### src/hw/uartRxPkg.sv
//////////////////////////////////////////////////////////////////////
// Shared constants of the UART receive subsystem
// Frame format is fixed at 8 data bits and 1 stop bit, no parity
// Register map assumes a 4-bit AXI4-Lite address and 32-bit data
//////////////////////////////////////////////////////////////////////
`default_nettype none

package uartRxPkg;
	localparam int dataBits = 8;
	localparam int fifoAddrBits = 4;
	localparam int fifoEntries = 16;
	localparam int fifoHalf = 8;                 // Half-full threshold
	localparam int divBits = 16;
	localparam logic [divBits-1:0] defaultBaudDiv = 16'd16;   // Clocks per bit
	localparam logic [divBits-1:0] minBaudDiv = 16'd4;

	////////////////////////////////////////////////////////////////////
	// Register map
	localparam int addrBits = 4;
	localparam int regBits = 32;
	localparam logic [addrBits-1:0] addrData = 4'h0;
	localparam logic [addrBits-1:0] addrStatus = 4'h4;
	localparam logic [addrBits-1:0] addrCtrl = 4'h8;
	localparam int stEmpty = 0;
	localparam int stHalf = 1;
	localparam int stOverflow = 2;
	localparam int stFrameErr = 3;
	localparam int stBistDone = 4;
	localparam int stBistPass = 5;
	localparam int ctrlBistBit = 16;

	////////////////////////////////////////////////////////////////////
	// Self-test
	localparam int bistLen = 4;
	localparam int bistCntBits = 3;              // Counts 0 to bistLen
	localparam int frameBits = 11;               // Start, 8 data, stop, idle
	localparam logic [bistLen-1:0][dataBits-1:0] bistPattern =
		{8'hF0, 8'h0F, 8'hAA, 8'h55};            // Sent from index 0 up
endpackage

`default_nettype wire

### src/hw/fifoIf.sv
//////////////////////////////////////////////////////////////////////
// FIFO status, pop request and head data between FIFO and registers
// pop is a single-cycle request, head is valid only while not empty
//////////////////////////////////////////////////////////////////////
`timescale 1ns/1ps
`default_nettype none

interface fifoIf;
	logic empty;
	logic halfFull;
	logic overflow;
	logic pop;
	logic [uartRxPkg::dataBits-1:0] head;   // Oldest entry

	modport fifo (output empty, halfFull, overflow, head, input pop);
	modport host (input empty, halfFull, overflow, head, output pop);
endinterface

`default_nettype wire

### src/hw/uartRxSampler.sv
//////////////////////////////////////////////////////////////////////
// Serial receiver, 8N1, LSB first
// baudDiv is in clocks per bit and must not change during a frame
// Byte is strobed near the middle of the stop bit, a low stop bit
// gives a frameErr pulse and no byte
//////////////////////////////////////////////////////////////////////
`timescale 1ns/1ps
`default_nettype none

module uartRxSampler (
	input logic Clk,
	input logic rst,
	input logic rxLine,
	input logic [uartRxPkg::divBits-1:0] baudDiv,
	output logic [uartRxPkg::dataBits-1:0] rxByte,
	output logic byteValid,
	output logic frameErr
);
	logic rxMeta, rxSync, rxPrev;            // Synchronizer and edge detect
	logic [uartRxPkg::divBits-1:0] cnt;
	logic [uartRxPkg::divBits-1:0] halfDiv;
	logic [2:0] bitIdx;
	enum logic [1:0] {sIdle, sStart, sData, sStop} state;

	assign halfDiv = baudDiv >> 1;

	always_ff @(posedge Clk)
	begin
		if (rst)
		begin
			rxMeta <= 1'b1;
			rxSync <= 1'b1;
			rxPrev <= 1'b1;
			state <= sIdle;
			cnt <= '0;
			bitIdx <= '0;
			byteValid <= 1'b0;
			frameErr <= 1'b0;
		end
		else
		begin
			rxMeta <= rxLine;
			rxSync <= rxMeta;
			rxPrev <= rxSync;
			byteValid <= 1'b0;
			frameErr <= 1'b0;
			case (state)
				sIdle:
				begin
					cnt <= '0;
					if (rxPrev && !rxSync)
						state <= sStart;                 // Falling start edge
				end
				sStart:
				begin
					if (cnt == halfDiv - 1'b1)
					begin
						cnt <= '0;
						bitIdx <= '0;
						state <= rxSync ? sIdle : sData; // Glitch goes back to idle
					end
					else
						cnt <= cnt + 1'b1;
				end
				sData:
				begin
					if (cnt == baudDiv - 1'b1)
					begin
						cnt <= '0;
						bitIdx <= bitIdx + 1'b1;
						if (bitIdx == 3'd7)
							state <= sStop;
					end
					else
						cnt <= cnt + 1'b1;
				end
				default:
				begin
					// Stop bit sampled one divisor after the last data bit
					if (cnt == baudDiv - 1'b1)
					begin
						cnt <= '0;
						state <= sIdle;
						byteValid <= rxSync;
						frameErr <= !rxSync;
					end
					else
						cnt <= cnt + 1'b1;
				end
			endcase
		end
	end

	// Data shifts in from the top, so bit 0 lands in rxByte[0]
	always_ff @(posedge Clk)
	begin
		if (state == sData && cnt == baudDiv - 1'b1)
			rxByte <= {rxSync, rxByte[uartRxPkg::dataBits-1:1]};
	end
endmodule

`default_nettype wire

### src/hw/rxFifo.sv
//////////////////////////////////////////////////////////////////////
// Circular receive FIFO, 16 entries
// A push into a full FIFO is dropped, a pop on empty is ignored
// Flags are registered, overflow holds until the next pop
// All state is frozen while bistMode is high
//////////////////////////////////////////////////////////////////////
`timescale 1ns/1ps
`default_nettype none

module rxFifo (
	input logic Clk,
	input logic rst,
	input logic [uartRxPkg::dataBits-1:0] wrData,
	input logic wrEn,
	input logic bistMode,
	fifoIf.fifo f
);
	logic [uartRxPkg::dataBits-1:0] mem [uartRxPkg::fifoEntries];
	logic [uartRxPkg::fifoAddrBits-1:0] rdPtr, wrPtr;
	logic [uartRxPkg::fifoAddrBits:0] count, nextCount;
	logic doPush, doPop;

	assign doPush = wrEn && !bistMode && (count != uartRxPkg::fifoEntries);
	assign doPop = f.pop && !bistMode && (count != 0);
	assign nextCount = count + doPush - doPop;
	assign f.head = mem[rdPtr];         // Shown ahead of the pop

	always_ff @(posedge Clk)
	begin
		if (rst)
		begin
			rdPtr <= '0;
			wrPtr <= '0;
			count <= '0;
			f.empty <= 1'b1;
			f.halfFull <= 1'b0;
			f.overflow <= 1'b0;
		end
		else if (!bistMode)
		begin
			if (doPush)
				wrPtr <= wrPtr + 1'b1;
			if (doPop)
				rdPtr <= rdPtr + 1'b1;
			count <= nextCount;
			f.empty <= (nextCount == 0);
			f.halfFull <= (nextCount >= uartRxPkg::fifoHalf);
			// Any pop clears overflow, reaching full sets it
			if (doPop)
				f.overflow <= 1'b0;
			else if (nextCount == uartRxPkg::fifoEntries)
				f.overflow <= 1'b1;
		end
	end

	always_ff @(posedge Clk)
	begin
		if (doPush)
			mem[wrPtr] <= wrData;
	end
endmodule

`default_nettype wire

### src/hw/uartBist.sv
//////////////////////////////////////////////////////////////////////
// Receiver self-test
// Sends the fixed pattern through the sampler at the current divisor,
// one idle bit after each frame, and compares what comes back
// A start request while a test runs is ignored
//////////////////////////////////////////////////////////////////////
`timescale 1ns/1ps
`default_nettype none

module uartBist (
	input logic Clk,
	input logic rst,
	input logic bistStart,
	input logic [uartRxPkg::divBits-1:0] baudDiv,
	input logic rxPin,
	input logic [uartRxPkg::dataBits-1:0] rxByte,
	input logic byteValid,
	input logic frameErr,
	output logic lineOut,
	output logic bistMode,
	output logic bistDone,
	output logic bistPass
);
	logic [uartRxPkg::frameBits-1:0] shiftReg;   // Bit 0 is on the line
	logic [uartRxPkg::divBits-1:0] cnt;
	logic [3:0] bitCnt;
	logic [uartRxPkg::bistCntBits-1:0] txIdx, rxIdx;
	logic passOk;

	assign lineOut = bistMode ? shiftReg[0] : rxPin;

	always_ff @(posedge Clk)
	begin
		if (rst)
		begin
			bistMode <= 1'b0;
			bistDone <= 1'b0;
			bistPass <= 1'b0;
			passOk <= 1'b0;
			shiftReg <= '1;
			cnt <= '0;
			bitCnt <= '0;
			txIdx <= '0;
			rxIdx <= '0;
		end
		else if (!bistMode)
		begin
			if (bistStart)
			begin
				bistMode <= 1'b1;
				bistDone <= 1'b0;
				bistPass <= 1'b0;
				passOk <= 1'b1;
				shiftReg <= {2'b11, uartRxPkg::bistPattern[0], 1'b0};
				cnt <= '0;
				bitCnt <= '0;
				txIdx <= '0;
				rxIdx <= '0;
			end
		end
		else
		begin
			////////////////////////////////////////////////////////////
			// Checker
			if (byteValid)
			begin
				rxIdx <= rxIdx + 1'b1;
				if (rxIdx >= uartRxPkg::bistLen)
					passOk <= 1'b0;                 // Extra byte
				else if (rxByte != uartRxPkg::bistPattern[rxIdx])
					passOk <= 1'b0;
			end
			if (frameErr)
				passOk <= 1'b0;

			////////////////////////////////////////////////////////////
			// Serializer
			if (cnt == baudDiv - 1'b1)
			begin
				cnt <= '0;
				if (bitCnt == uartRxPkg::frameBits - 1)
				begin
					bitCnt <= '0;
					if (txIdx == uartRxPkg::bistLen - 1)
					begin
						bistMode <= 1'b0;
						bistDone <= 1'b1;
						bistPass <= passOk && (rxIdx == uartRxPkg::bistLen);
					end
					else
					begin
						txIdx <= txIdx + 1'b1;
						shiftReg <= {2'b11, uartRxPkg::bistPattern[txIdx + 1'b1], 1'b0};
					end
				end
				else
				begin
					bitCnt <= bitCnt + 1'b1;
					shiftReg <= {1'b1, shiftReg[uartRxPkg::frameBits-1:1]};
				end
			end
			else
				cnt <= cnt + 1'b1;
		end
	end
endmodule

`default_nettype wire

### src/hw/axiLiteRegs.sv
//////////////////////////////////////////////////////////////////////
// AXI4-Lite register slave, one outstanding read and one write
// Responses are always OKAY, unmapped reads return 0
// Data read pops the FIFO, status read clears the frame-error bit
// Divisor writes honor wstrb and are clamped to minBaudDiv
//////////////////////////////////////////////////////////////////////
`timescale 1ns/1ps
`default_nettype none

module axiLiteRegs (
	input logic Clk,
	input logic rst,
	input logic [uartRxPkg::addrBits-1:0] awaddr,
	input logic awvalid,
	output logic awready,
	input logic [uartRxPkg::regBits-1:0] wdata,
	input logic [uartRxPkg::regBits/8-1:0] wstrb,
	input logic wvalid,
	output logic wready,
	output logic [1:0] bresp,
	output logic bvalid,
	input logic bready,
	input logic [uartRxPkg::addrBits-1:0] araddr,
	input logic arvalid,
	output logic arready,
	output logic [uartRxPkg::regBits-1:0] rdata,
	output logic [1:0] rresp,
	output logic rvalid,
	input logic rready,
	input logic frameErr,
	input logic bistDone,
	input logic bistPass,
	output logic [uartRxPkg::divBits-1:0] baudDiv,
	output logic bistStart,
	fifoIf.host f
);
	logic wrAccept, rdAccept;
	logic ctrlWrite;
	logic frameErrSticky;
	logic [uartRxPkg::divBits-1:0] newDiv;
	logic [uartRxPkg::regBits-1:0] statusWord;

	assign wrAccept = awvalid && wvalid && !bvalid;
	assign rdAccept = arvalid && !rvalid;
	assign awready = wrAccept;
	assign wready = wrAccept;
	assign arready = rdAccept;
	assign bresp = 2'b00;
	assign rresp = 2'b00;
	assign ctrlWrite = wrAccept && (awaddr == uartRxPkg::addrCtrl);
	assign f.pop = rdAccept && (araddr == uartRxPkg::addrData);   // FIFO ignores it when empty

	// Byte lanes 0 and 1 carry the divisor
	assign newDiv = {wstrb[1] ? wdata[15:8] : baudDiv[15:8],
		wstrb[0] ? wdata[7:0] : baudDiv[7:0]};

	always_comb
	begin
		statusWord = '0;
		statusWord[uartRxPkg::stEmpty] = f.empty;
		statusWord[uartRxPkg::stHalf] = f.halfFull;
		statusWord[uartRxPkg::stOverflow] = f.overflow;
		statusWord[uartRxPkg::stFrameErr] = frameErrSticky;
		statusWord[uartRxPkg::stBistDone] = bistDone;
		statusWord[uartRxPkg::stBistPass] = bistPass;
	end

	//////////////////////////////////////////////////////////////////////
	// Write channel and control register
	always_ff @(posedge Clk)
	begin
		if (rst)
		begin
			bvalid <= 1'b0;
			baudDiv <= uartRxPkg::defaultBaudDiv;
			bistStart <= 1'b0;
		end
		else
		begin
			if (wrAccept)
				bvalid <= 1'b1;
			else if (bready)
				bvalid <= 1'b0;
			if (ctrlWrite)
				baudDiv <= (newDiv < uartRxPkg::minBaudDiv) ? uartRxPkg::minBaudDiv : newDiv;
			bistStart <= ctrlWrite && wstrb[2] && wdata[uartRxPkg::ctrlBistBit]; // One pulse
		end
	end

	//////////////////////////////////////////////////////////////////////
	// Read channel
	always_ff @(posedge Clk)
	begin
		if (rst)
		begin
			rvalid <= 1'b0;
			frameErrSticky <= 1'b0;
		end
		else
		begin
			if (rdAccept)
				rvalid <= 1'b1;
			else if (rready)
				rvalid <= 1'b0;
			// A new error wins over the clear of a status read
			if (frameErr)
				frameErrSticky <= 1'b1;
			else if (rdAccept && araddr == uartRxPkg::addrStatus)
				frameErrSticky <= 1'b0;
		end
	end

	always_ff @(posedge Clk)
	begin
		if (rdAccept)
		begin
			case (araddr)
				uartRxPkg::addrData: rdata <= f.empty ? '0 : {24'b0, f.head};
				uartRxPkg::addrStatus: rdata <= statusWord;
				uartRxPkg::addrCtrl: rdata <= {16'b0, baudDiv};  // Start bit reads 0
				default: rdata <= '0;
			endcase
		end
	end
endmodule

`default_nettype wire

### src/hw/uartRxTop.sv
//////////////////////////////////////////////////////////////////////
// UART receive subsystem top level
// rxPin is asynchronous and idles high
// A byte is readable two cycles after its stop bit is sampled
//////////////////////////////////////////////////////////////////////
`timescale 1ns/1ps
`default_nettype none

module uartRxTop (
	input logic Clk,
	input logic rst,
	input logic rxPin,
	input logic [uartRxPkg::addrBits-1:0] awaddr,
	input logic awvalid,
	output logic awready,
	input logic [uartRxPkg::regBits-1:0] wdata,
	input logic [uartRxPkg::regBits/8-1:0] wstrb,
	input logic wvalid,
	output logic wready,
	output logic [1:0] bresp,
	output logic bvalid,
	input logic bready,
	input logic [uartRxPkg::addrBits-1:0] araddr,
	input logic arvalid,
	output logic arready,
	output logic [uartRxPkg::regBits-1:0] rdata,
	output logic [1:0] rresp,
	output logic rvalid,
	input logic rready
);
	logic lineOut;                                 // Pin or BIST serial data
	logic [uartRxPkg::divBits-1:0] baudDiv;
	logic [uartRxPkg::dataBits-1:0] rxByte;
	logic byteValid, frameErr;
	logic bistMode, bistStart, bistDone, bistPass;

	fifoIf fifoBus ();

	uartRxSampler uartRxSampler_i (.Clk(Clk), .rst(rst), .rxLine(lineOut),
		.baudDiv(baudDiv), .rxByte(rxByte), .byteValid(byteValid), .frameErr(frameErr));

	rxFifo rxFifo_i (.Clk(Clk), .rst(rst), .wrData(rxByte), .wrEn(byteValid),
		.bistMode(bistMode), .f(fifoBus.fifo));

	uartBist uartBist_i (.Clk(Clk), .rst(rst), .bistStart(bistStart), .baudDiv(baudDiv),
		.rxPin(rxPin), .rxByte(rxByte), .byteValid(byteValid), .frameErr(frameErr),
		.lineOut(lineOut), .bistMode(bistMode), .bistDone(bistDone), .bistPass(bistPass));

	axiLiteRegs axiLiteRegs_i (.Clk(Clk), .rst(rst),
		.awaddr(awaddr), .awvalid(awvalid), .awready(awready),
		.wdata(wdata), .wstrb(wstrb), .wvalid(wvalid), .wready(wready),
		.bresp(bresp), .bvalid(bvalid), .bready(bready),
		.araddr(araddr), .arvalid(arvalid), .arready(arready),
		.rdata(rdata), .rresp(rresp), .rvalid(rvalid), .rready(rready),
		.frameErr(frameErr), .bistDone(bistDone), .bistPass(bistPass),
		.baudDiv(baudDiv), .bistStart(bistStart), .f(fifoBus.host));
endmodule

`default_nettype wire

### config.mk
export PLATFORM = sky130hd
export DESIGN_NAME = uartRxTop
export DESIGN_NICKNAME = d
export VERILOG_FILES = /design/src/hw/uartRxPkg.sv /design/src/hw/fifoIf.sv /design/src/hw/uartRxSampler.sv /design/src/hw/rxFifo.sv /design/src/hw/uartBist.sv /design/src/hw/axiLiteRegs.sv /design/src/hw/uartRxTop.sv
export SDC_FILE = /design/constraint.sdc
export NUM_CORES = 1
export LEC_CHECK = 0
export BUFFER_PORTS_ARGS = -buffer_cell sky130_fd_sc_hd__buf_2
export CORE_ASPECT_RATIO = 1.75
export CORE_MARGIN = 1.5
export CORE_UTILIZATION = 30
export CTS_CLUSTER_DIAMETER = 80
export DETAILED_ROUTE_END_ITERATION = 6
export GPL_ROUTABILITY_DRIVEN = 0
export GPL_TIMING_DRIVEN = 1
export MAX_ROUTING_LAYER = met4
export PLACE_DENSITY = 0.45
export SLEW_MARGIN = 20
export SYNTH_ARGS = -nofsm -noshare
export SYNTH_HDL_FRONTEND = slang
export SYNTH_SLANG_ARGS = --single-unit
export TNS_END_PERCENT = 5
### constraint.sdc
create_clock -name Clk -period 8.65 [get_ports Clk]
set_clock_uncertainty 0.05 [all_clocks]
set_input_delay 1.2975 -clock Clk [delete_from_list [all_inputs] [get_ports Clk]]
set_output_delay 1.2975 -clock Clk [all_outputs]
set_load 0.01 [all_outputs]
==> flow_summary.toml, run 1 <==
[outcome]
outcome = "complete, no violations"

[job]
maxCapViolCount = 0

[global_route]
grt_pass1_wl_mm = 51.3
grt_max_degree = 53
grt_pass1_vias = 8632
track_usage_pct = 16.2
overflow = 0
antenna_found_initial = 0

[synth]
netlist_area_sq_um = 12600
synthAdderAreaFrac_pct = 2.54
synthMuxAreaShare_pct = 9.22
synth_top_family_by_area = "simple AND/OR/NAND/NOR gates"
syn_inst = 1093
synth-xor-area-share_pct = 6.43
yosys.area_share.simple_pct = 16.0
yosysSeqAreaShare_pct = 52.8
synth_cell_types = 78
syn_area_per_cell_sq_um = 11.6
synthArstFlopShare_pct = 0
yosys_warnings = 0
synthFlopType = "edfxtp_1"
synth_compound_area_share_pct = 8.30
synth_seq_cells = 257
synth-edff-count = 152

[route]
drtIter0Drc = 480
avgViaCountPerCell = 5.00
antenna_left = 0
drc_errors = 0
wl_per_cell_um = 19.8
drt_first_pass_iters = 4
routed_wl_mm = 33.6
via_count = 8481

[sta]
setup_tns_ns = 0
rsz0062_at_grt = "no"
finalHoldViolCount = 0
setup_viol = 0
slew_viol_final = 0
post-route-period-util_pct = 47.6
worst_pin_slew_ns = 1.09
maxSlewHeadroom_pct = 26.8
min_period_ns = 4.12
fmax_mhz = 243

[final_layout]
final_layout_size_suffix_gt1_share_pct = 15.7
antennaDiodeCount = 0
area_growth_pct = 12.9
nNetsFinal = 1197
seqCellArea_sq_um = 6670
fill_cells = 4242
multi_input_area_sq_um = 5480
final_area_sq_um = 14300

[floorplanning]
dieWidth_um = 158
coreArea_sq_um = 41600
die_y_um = 274
die_area_sq_um = 43400
io_pins = 93
start_util_pct = 30.4
rows = 99

[power]
p_per_area_nw_per_um2 = 181
leakage_uw = 0.00505
comb_power_share_pct = 4.4
p_sw_uw = 579
pwr-share-clk_pct = 45.2
intPower_uw = 2010
p_sw_share_pct = 22.4
power_frac_seq_pct = 50.5
ir_drop_mv = 0.137

[clocking]
clk_path_buf_depth = 3
cts_buffers = 27
cts_root_buf = "clkbuf_16"
cts_tree = "done"
h-tree-depth = 1
clkSlewWorstSetupHoldPaths_ns = 0.06
clk_latency_ns = 0.57
cts-resized-gates = 0
post-cts-setup-buffer-count = 0
cts_hold_buf = 0
cts.sinks = 257

[setup_path]
crit_chain = "inv_1, ha_1, nor2b_1, xnor3_1, o31ai_1, or4_1, or4_4, nor3_1, and2_0, o21ai_0"
path_buf_inv = 1
cp_slowest_stage_delay_ns = 0.71
critical_path_peak_fanout = 10
end_kind = "flop"
arrival_ns = 4.49
required_ns = 9.03
path_delay_family = "simple AND/OR/NAND/NOR gates"
worstSetupStartpointType = "flop"
critPathSlowestCell = "nor3_1"
worstSetupPathType = "reg -> reg"

[worst_hold_path]
min_path_type = "reg -> reg"

[placed_design]
port_buffers = 56
placed_area_sq_um = 13400
dp.final_hpwl_mm = 24.3
cell usage in the layout, fill, tap and decap left out, types with 24 or more instances in the layout:
cell type  count
mux4_2        40
dfxtp_1      104
buf_2         56
and2_1        30
xnor2_1       46
nor2_1       100
clkbuf_16     27
a21oi_1       27
xor2_1        39
nand2_1       60
o21ai_0       25
nand3_1       27
inv_1         43
edfxtp_1     152
ha_1          24
state kept, by name (all words and copies together) (netlist names), 3 cells and up, named ones only:
register	cells
uartRxSampler_i.bitIdx	3
uartBist_i.rxIdx	3
uartBist_i.bitCnt	4
rxFifo_i.rdPtr	4
rxFifo_i.wrPtr	4
uartRxSampler_i.rxByte	8
uartBist_i.cnt	16
axiLiteRegs_i.rdata	16
rxFifo_i.mem	128
uartBist_i.shiftReg	9
uartRxSampler_i.cnt	16
rxFifo_i.count	5
uartBist_i.txIdx	3
axiLiteRegs_i.baudDiv	16
area by class of cell:
type	count	area share [%]
Sequential cell	257	46.8
Multi-Input combinational cell	722	38.5
Clock buffer	32	4.87
Tap cell	555	4.87
Timing Repair Buffer	69	2.65
Clock inverter	18	1.25
Inverter	43	1.13
metrics by stage:
step / util (%) / instances / power, uW / worst slack [ns] / hold slack (ns)
after floorplan: - / 1112 / 1410 / 4.89 / 0.339
after global placement: 32.2 / 1646 / 1450 / 4.35 / 0.404
after detailed placement: 32.2 / 1646 / 1450 / 4.31 / 0.408
after CTS: 34.3 / 1696 / 2630 / 4.48 / 0.416
after global routing: 34.3 / 1696 / 2680 / 4.19 / 0.415
final: 34.3 / 1696 / 2590 / 4.53 / 0.410
path summary, 6_finish.rpt:
kind / start / end / slack (ns) / cells after the start
min reg2reg: uartRxSampler_i.rxMeta$_SDFF_PP1_ / uartRxSampler_i.rxSync$_SDFF_PP1_ / 0.41 / 1
min: uartRxSampler_i.rxMeta$_SDFF_PP1_ / uartRxSampler_i.rxSync$_SDFF_PP1_ / 0.41 / 1
max: axiLiteRegs_i.baudDiv[2]$_SDFFE_PP0P_ / uartBist_i.shiftReg[3]$_SDFFE_PP1P_ / 4.53 / 10
max reg2reg: axiLiteRegs_i.baudDiv[2]$_SDFFE_PP0P_ / uartBist_i.shiftReg[3]$_SDFFE_PP1P_ / 4.53 / 10
metal layers:
layer	share of wire (%)	global-route usage [%]	vias to the layer above
met5	0	-	-
met4	4.1	7.11	0
met3	2.6	1.61	66
met2	56	30.7	144
met1	37	16.6	4223
li1	-	-	4048
worst register-to-register path, cell delays in order, from the launching register on:
cell and delay (ns):
dfxtp_1 0.45, inv_1 0.19, ha_1 0.41, nor2b_1 0.48, xnor3_1 0.23, o31ai_1 0.11, or4_1 0.54, or4_4 0.54
nor3_1 0.71, and2_0 0.22, o21ai_0 0.07
cell families after synthesis:
kind of cell	count (synthesis)
adders and majority gates	25
buffers and inverters	133
muxes	66
and+or+nand+nor	376
xor gates and xnor gates	88
DFF	257
AOI/OAI and AO/OA	147
other	1
Yosys cell counts (all sizes together), types with 27 or more instances:
cell type	number	area share, %
edfxtp	152	36
dfxtp	105	17
nor2	100	3.0
nand2	60	1.8
clkbuf	51	1.5
xnor2	46	3.2
inv	43	1.3
mux4	40	7.1
buf	39	1.9
xor2	39	2.7
and2	32	1.6
nand3	28	1.1
a21oi	27	1.1
power groups by stage:
stage | Clock [uW] | Sequential, uW | Combinational, uW
2_1_floorplan | 0 | 1330 | 81.1
3_3_place_gp | 0 | 1330 | 114
3_5_place_dp | 0 | 1330 | 115
4_1_cts | 1210 | 1300 | 116
5_1_grt | 1250 | 1310 | 128
6_report | 1170 | 1310 | 113
No activity file was read; power rests on OpenSTA's default activity.
==> run 2: changes to the inputs <==
==> constraint.sdc (replaced) <==
create_clock -name Clk -period 4.2 [get_ports Clk]
set_clock_uncertainty 0.05 [all_clocks]
set_input_delay 0.63 -clock Clk [delete_from_list [all_inputs] [get_ports Clk]]
set_output_delay 0.63 -clock Clk [all_outputs]
set_load 0.01 [all_outputs]
==> run 2 against run 1 <==
Non-clock buffer count rose by 34. Clock-buffer cell count grew 14. Global-route usage increased by 0.12 points. Via count grew 1.2%. Register-to-register slack lost 4.1 ns. Sequential cell count did not move. Critical path depth down 2. Critical endpoint is now uartBist_i.txIdx[0]$_SDFFE_PP0P_. Largest power group unchanged.
==> flow_summary.toml, run 2 (same netlist as run 1, synthesis figures left out) <==
[sta]
rsz0062_at_grt = "no"
worst_pin_slew_ns = 1.04
setup_tns_ns = 0
post-route-period-util_pct = 90.3
setup_viol = 0
worst_slack_ns = 0.406
maxSlewHeadroom_pct = 30.1
finalHoldViolCount = 0
fmax_mhz = 264
slew_viol_final = 0
min_period_ns = 3.79

[global_route]
antenna_found_initial = 0
track_usage_pct = 16.4
use_met1_pct = 16.5
grtUsageMet2_pct = 31.3
grt_pass1_wl_mm = 51.9
grt_pass1_vias = 8873
overflow = 0
met3_usage_pct = 1.87
grt_max_degree = 38
top_usage_layer = "met2"

[setup_path]
path_buf_inv = 0
critical_path_peak_fanout = 12
end_kind = "flop"
worstSetupPathType = "reg -> reg"
required_ns = 4.64
critPathSlowestCell = "nor4_1"
arrival_ns = 4.23
r2r-start = "axiLiteRegs_i.baudDiv[6]$_SDFFE_PP0P_"
crit_chain = "nor4_1, and3_1, xnor2_1, o211ai_1, or4_4, or2_1, or4b_1, nand3_1"
worstSetupStartpointType = "flop"
cp_slowest_stage_delay_ns = 0.86
path_delay_family = "simple AND/OR/NAND/NOR gates"
startpoint = "axiLiteRegs_i.baudDiv[6]$_SDFFE_PP0P_"

[placed_design]
port_buffers = 56
dp.final_hpwl_mm = 25.2
placed_area_sq_um = 13600
pre_cts_ws_ns = 0.334

[clocking]
post-cts-setup-buffer-count = 0
clk_path_buf_depth = 3
cts-resized-gates = 0
clkSlewWorstSetupHoldPaths_ns = 0.06
cts_buffers = 28
h-tree-depth = 1
cts_root_buf = "clkbuf_16"
cts.sinks = 257
clk_latency_ns = 0.56
cts_hold_buf = 0
cts_tree = "done"

[final_layout]
mostFrequentLayoutCell = "edfxtp_1"
final_layout_size_suffix_gt1_share_pct = 17.7
area_growth_pct = 15.1
final_area_sq_um = 14500
fill_cells = 4266
final_cell_mix = "152 x edfxtp_1, 104 x dfxtp_1, 100 x nor2_1"
nNetsFinal = 1232
final_util_pct = 34.9
antennaDiodeCount = 0
largest_reg_flops = 128
regMostFlops = "rxFifo_i.mem"

[floorplanning]
die_area_sq_um = 43400
die_y_um = 274
rows = 99
io_pins = 93
coreArea_sq_um = 41600
dieWidth_um = 158
start_util_pct = 30.4

[route]
avgViaCountPerCell = 4.95
routed_wl_mm = 33.8
antenna_left = 0
wl_per_cell_um = 19.5
via_count = 8582
drtIter0Drc = 446
drt_first_pass_iters = 4
drc_errors = 0

[job]
maxCapViolCount = 0

[power]
p_per_area_nw_per_um2 = 371
ir_drop_mv = 0.334
leakage_uw = 0.00524
finalPower_uw = 5400

[worst_hold_path]
worstHoldStart = "wdata[12]"
min_path_type = "in -> reg"

[outcome]
outcome = "complete, no violations"
run 2: worst min-delay path: stages:
cell and delay (ns):
buf_2 0.09, mux2i_1 0.06, nor2_1 0.07
run 2: area by class of cell:
cell class / instances / area [sq um] / area share [%]
tap: 555 / 694 / 4.78
timing repair buffer: 103 / 633 / 4.35
sequential: 257 / 6670 / 45.8
multi-input combinational: 722 / 5470 / 37.6
clock inverter: 6 / 116 / 0.800
clock buffer: 46 / 802 / 5.51
inverter: 43 / 161 / 1.11
run 2: power by group:
part           switching, uW  total [uW]  leakage (uW)  internal, uW
combinational            145         241       0.00257          96.3
sequential              19.8        2690       0.00223          2670
clock                    986        2470      0.000445          1480
total                   1150        5400       0.00524          4250
run 2: routing by layer:
| metal | part of all wire [%] | routed length [um] | up-vias |
|---|---|---|---|
| met5 | 0 | 0 | - |
| met4 | 4.0 | 1340 | 0 |
| met3 | 2.7 | 920 | 70 |
| met2 | 56 | 19100 | 157 |
| met1 | 37 | 12400 | 4246 |
| li1 | - | - | 4109 |
run 2: path summary, 6_finish.rpt:
| path | to | slack [ns] | cells past startpoint |
|---|---|---|---|
| max | uartBist_i.txIdx[0]$_SDFFE_PP0P_ | 0.41 | 8 |
| min | axiLiteRegs_i.baudDiv[12]$_SDFFE_PP0P_ | 0.28 | 3 |
| max reg2reg | uartBist_i.txIdx[0]$_SDFFE_PP0P_ | 0.41 | 8 |
| min reg2reg | uartRxSampler_i.rxSync$_SDFF_PP1_ | 0.41 | 1 |
run 2: through the flow:
stage	hold slack [ns]	instances
2_1_floorplan	0.339	1112
3_3_place_gp	0.402	1680
3_5_place_dp	0.412	1680
4_1_cts	0.244	1732
5_1_grt	0.256	1732
6_report	0.280	1732
==> run 3: changes to the inputs <==
--- a/config.mk
+++ b/config.mk
@@ -6,6 +6,7 @@
 export NUM_CORES = 1
 export LEC_CHECK = 0
 export BUFFER_PORTS_ARGS = -buffer_cell sky130_fd_sc_hd__buf_2
+export CAP_MARGIN = 15
 export CORE_ASPECT_RATIO = 1.75
 export CORE_MARGIN = 1.5
 export CORE_UTILIZATION = 30
@@ -18,5 +19,6 @@
 export SLEW_MARGIN = 20
 export SYNTH_ARGS = -nofsm -noshare
 export SYNTH_HDL_FRONTEND = slang
+export SYNTH_HIERARCHICAL = 1
 export SYNTH_SLANG_ARGS = --single-unit
 export TNS_END_PERCENT = 5
==> run 3 against run 2 <==
Combinational power is 63% higher. Register-to-register slack improved by 0.25 ns. Synthesized cell count grew 1.4%. Sequential cell count did not move. Clock-buffer cell count decreased by 17. Non-clock buffer count fell by 15. Setup slack improved by 0.12 ns. Power increased by 1.5%. First-iteration DRC count is 21% higher. Sequential power about the same. Cell area grew 0.44%.
==> flow_summary.toml, run 3 <==
[setup_path]
worstSetupPathType = "in -> reg"
end_kind = "flop"
endpoint = "rxFifo_i/f.overflow$_SDFFE_PP0P_"
worst_r2r_endpoint = "rxFifo_i/f.overflow$_SDFFE_PP0P_"
arrival_ns = 4.10
rr_worst_depth = 12
r2r-start = "rxFifo_i/count[2]$_SDFFE_PP0N_"
startpoint = "araddr[3]"
r2r_slack_ns = 0.66
critical_path_peak_fanout = 4
required_ns = 4.62
worstSetupStartpointType = "primary input"

[floorplanning]
dieWidth_um = 160
io_pins = 93
die_y_um = 277
rows = 100
die_area_sq_um = 44300
coreArea_sq_um = 42400
start_util_pct = 30.4

[synth]
syn_inst = 1108
yosys-top-cells-area = "edfxtp_1 35%, dfxtp_1 16%, mux4_2 7.0%"
synth_common_cells = "152 x edfxtp_1, 105 x dfxtp_1, 77 x nor2_1"
synth.most_common_cell = "edfxtp_1"
synth_cell_types = 92
synthFlopType = "edfxtp_1"
yosys_warnings = 6
yosys.area.top_type = "edfxtp_1"
netlist_area_sq_um = 12900
yosysSeqAreaShare_pct = 51.7
synth-edff-count = 152
synth_top_area_share_pct = 35.4
synth_seq_cells = 257
synthArstFlopShare_pct = 0
syn_area_per_cell_sq_um = 11.6

[clocking]
clk_latency_ns = 0.55
cts_buffers = 27
clk_path_buf_depth = 3
cts_tree = "done"
post-cts-setup-buffer-count = 0
cts-resized-gates = 0
clkSlewWorstSetupHoldPaths_ns = 0.06
cts.sinks = 257
cts_hold_buf = 0
cts_root_buf = "clkbuf_16"
h-tree-depth = 1

[route]
drtIter0Drc = 539
drc_errors = 0
routed_wl_mm = 34.5
wl_per_cell_um = 19.8
avgViaCountPerCell = 5.07
antenna_left = 0
drt_first_pass_iters = 6
via_count = 8843

[global_route]
antenna_found_initial = 0
track_usage_pct = 16.1
overflow = 0
grt_pass1_wl_mm = 52.9
grt_max_degree = 33
grt_pass1_vias = 8889

[power]
leakage_uw = 0.00502
ir_drop_mv = 0.244
p_per_area_nw_per_um2 = 375

[final_layout]
final_cell_mix = "152 x edfxtp_1, 104 x dfxtp_1, 77 x nor2_1"
largest_reg_flops = 128
final_area_sq_um = 14600
area_growth_pct = 13.4
nNetsFinal = 1248
final_layout_size_suffix_gt1_share_pct = 17.8
antennaDiodeCount = 0
regMostFlops = "rxFifo_i/mem"
mostFrequentLayoutCell = "edfxtp_1"
fill_cells = 4249
final_cells = 1745

[sta]
setup_viol = 0
rsz0062_at_grt = "no"
hold_slack_ns = 0.216
worst_slack_ns = 0.522
maxSlewHeadroom_pct = 35.6
fmax_mhz = 272
finalHoldViolCount = 0
slew_viol_final = 0
setup_tns_ns = 0
post-route-period-util_pct = 87.6
worst_pin_slew_ns = 0.962
min_period_ns = 3.68

[placed_design]
dp.final_hpwl_mm = 24.7
placed_area_sq_um = 13800
place_inst = 1698
port_buffers = 56
pre_cts_ws_ns = -0.0412

[outcome]
outcome = "complete, no violations"

[worst_hold_path]
min_path_type = "in -> reg"

[job]
maxCapViolCount = 0
## run 3: cell types whose count changed in the layout (fill, tap and decap cells not counted), moves of 11 or more
cell	delta
nor2_1	-23
a21oi_1	+18
and2_1	-18
nand3_1	+17
buf_4	-16
nand2_1	+16
mux2i_1	-13
clkbuf_1	-12
nand2b_1	+11
## run 3: kinds of logic (layout without fill, tap and decap cells)
kind of cell	Yosys count	count (layout)	synth area share, %
AOI/OAI and AO/OA	170	170	9.51
adders and majority gates	30	30	2.97
other	1	20	0.0291
buffers and inverters	120	177	4.86
muxes	52	52	7.97
and+or+nand+nor	389	389	16.8
DFF	257	257	51.7
xor gates and xnor gates	89	89	6.16
## run 3: through the flow
stage | total power (uW) | utilization (%)
4_1_cts | 5580 | 34.4
5_1_grt | 5700 | 34.4
3_3_place_gp | 3170 | 32.4
6_report | 5480 | 34.4
3_5_place_dp | 3180 | 32.4
2_1_floorplan | 3070 | -
## run 3: power breakdown
part | total, uW | internal, uW | switching [uW] | leakage, uW
clock | 2360 | 1360 | 1010 | 0.000408
sequential | 2720 | 2680 | 43.3 | 0.00223
combinational | 394 | 164 | 230 | 0.00239
total | 5480 | 4200 | 1280 | 0.00502
## run 3: worst min-delay path by stage
stage / start / end / slack [ns] / cells past startpoint
5_1_grt: rready / axiLiteRegs_i/rvalid$_SDFFE_PP0P_ / 0.19 / 2
3_5_place_dp: uartRxSampler_i/rxMeta$_SDFF_PP1_ / uartRxSampler_i/rxSync$_SDFF_PP1_ / 0.38 / 1
4_1_cts: rready / axiLiteRegs_i/rvalid$_SDFFE_PP0P_ / 0.18 / 2
2_1_floorplan: uartRxSampler_i/rxMeta$_SDFF_PP1_ / uartRxSampler_i/rxSync$_SDFF_PP1_ / 0.34 / 1
6_report: rready / axiLiteRegs_i/rvalid$_SDFFE_PP0P_ / 0.22 / 2
3_3_place_gp: uartRxSampler_i/rxMeta$_SDFF_PP1_ / uartRxSampler_i/rxSync$_SDFF_PP1_ / 0.37 / 1
## run 3: critical path: stages
cell and delay [ns]:
buf_2 0.10, or4_1 0.62, nor3b_1 0.24, buf_4 0.15, nand2b_1 0.11, nor2_1 0.19
ha_1 0.25, inv_1 0.06, ha_1 0.16, fa_1 0.45, or4b_4 0.52, a2111oi_4 0.30
o211ai_2 0.11, a211oi_2 0.21
## run 3: layer usage
metal / global-route usage (%) / up-vias / routed length [um]
met3: 1.87 / 52 / 1170
met1: 16.2 / 4398 / 12700
met4: 5.59 / 0 / 1010
met2: 31.3 / 180 / 19600
li1: - / 4213 / -
met5: - / - / 0
## run 3: final cells by class
cell class                      instances  area (sq um)  area share, %
Multi-Input combinational cell        750          5690           39.0
Clock buffer                           29           683           4.68
Sequential cell                       257          6670           45.6
Inverter                               42           158           1.08
Timing Repair Buffer                   88           533           3.65
Clock inverter                         18           173           1.18
Tap cell                              561           702           4.81
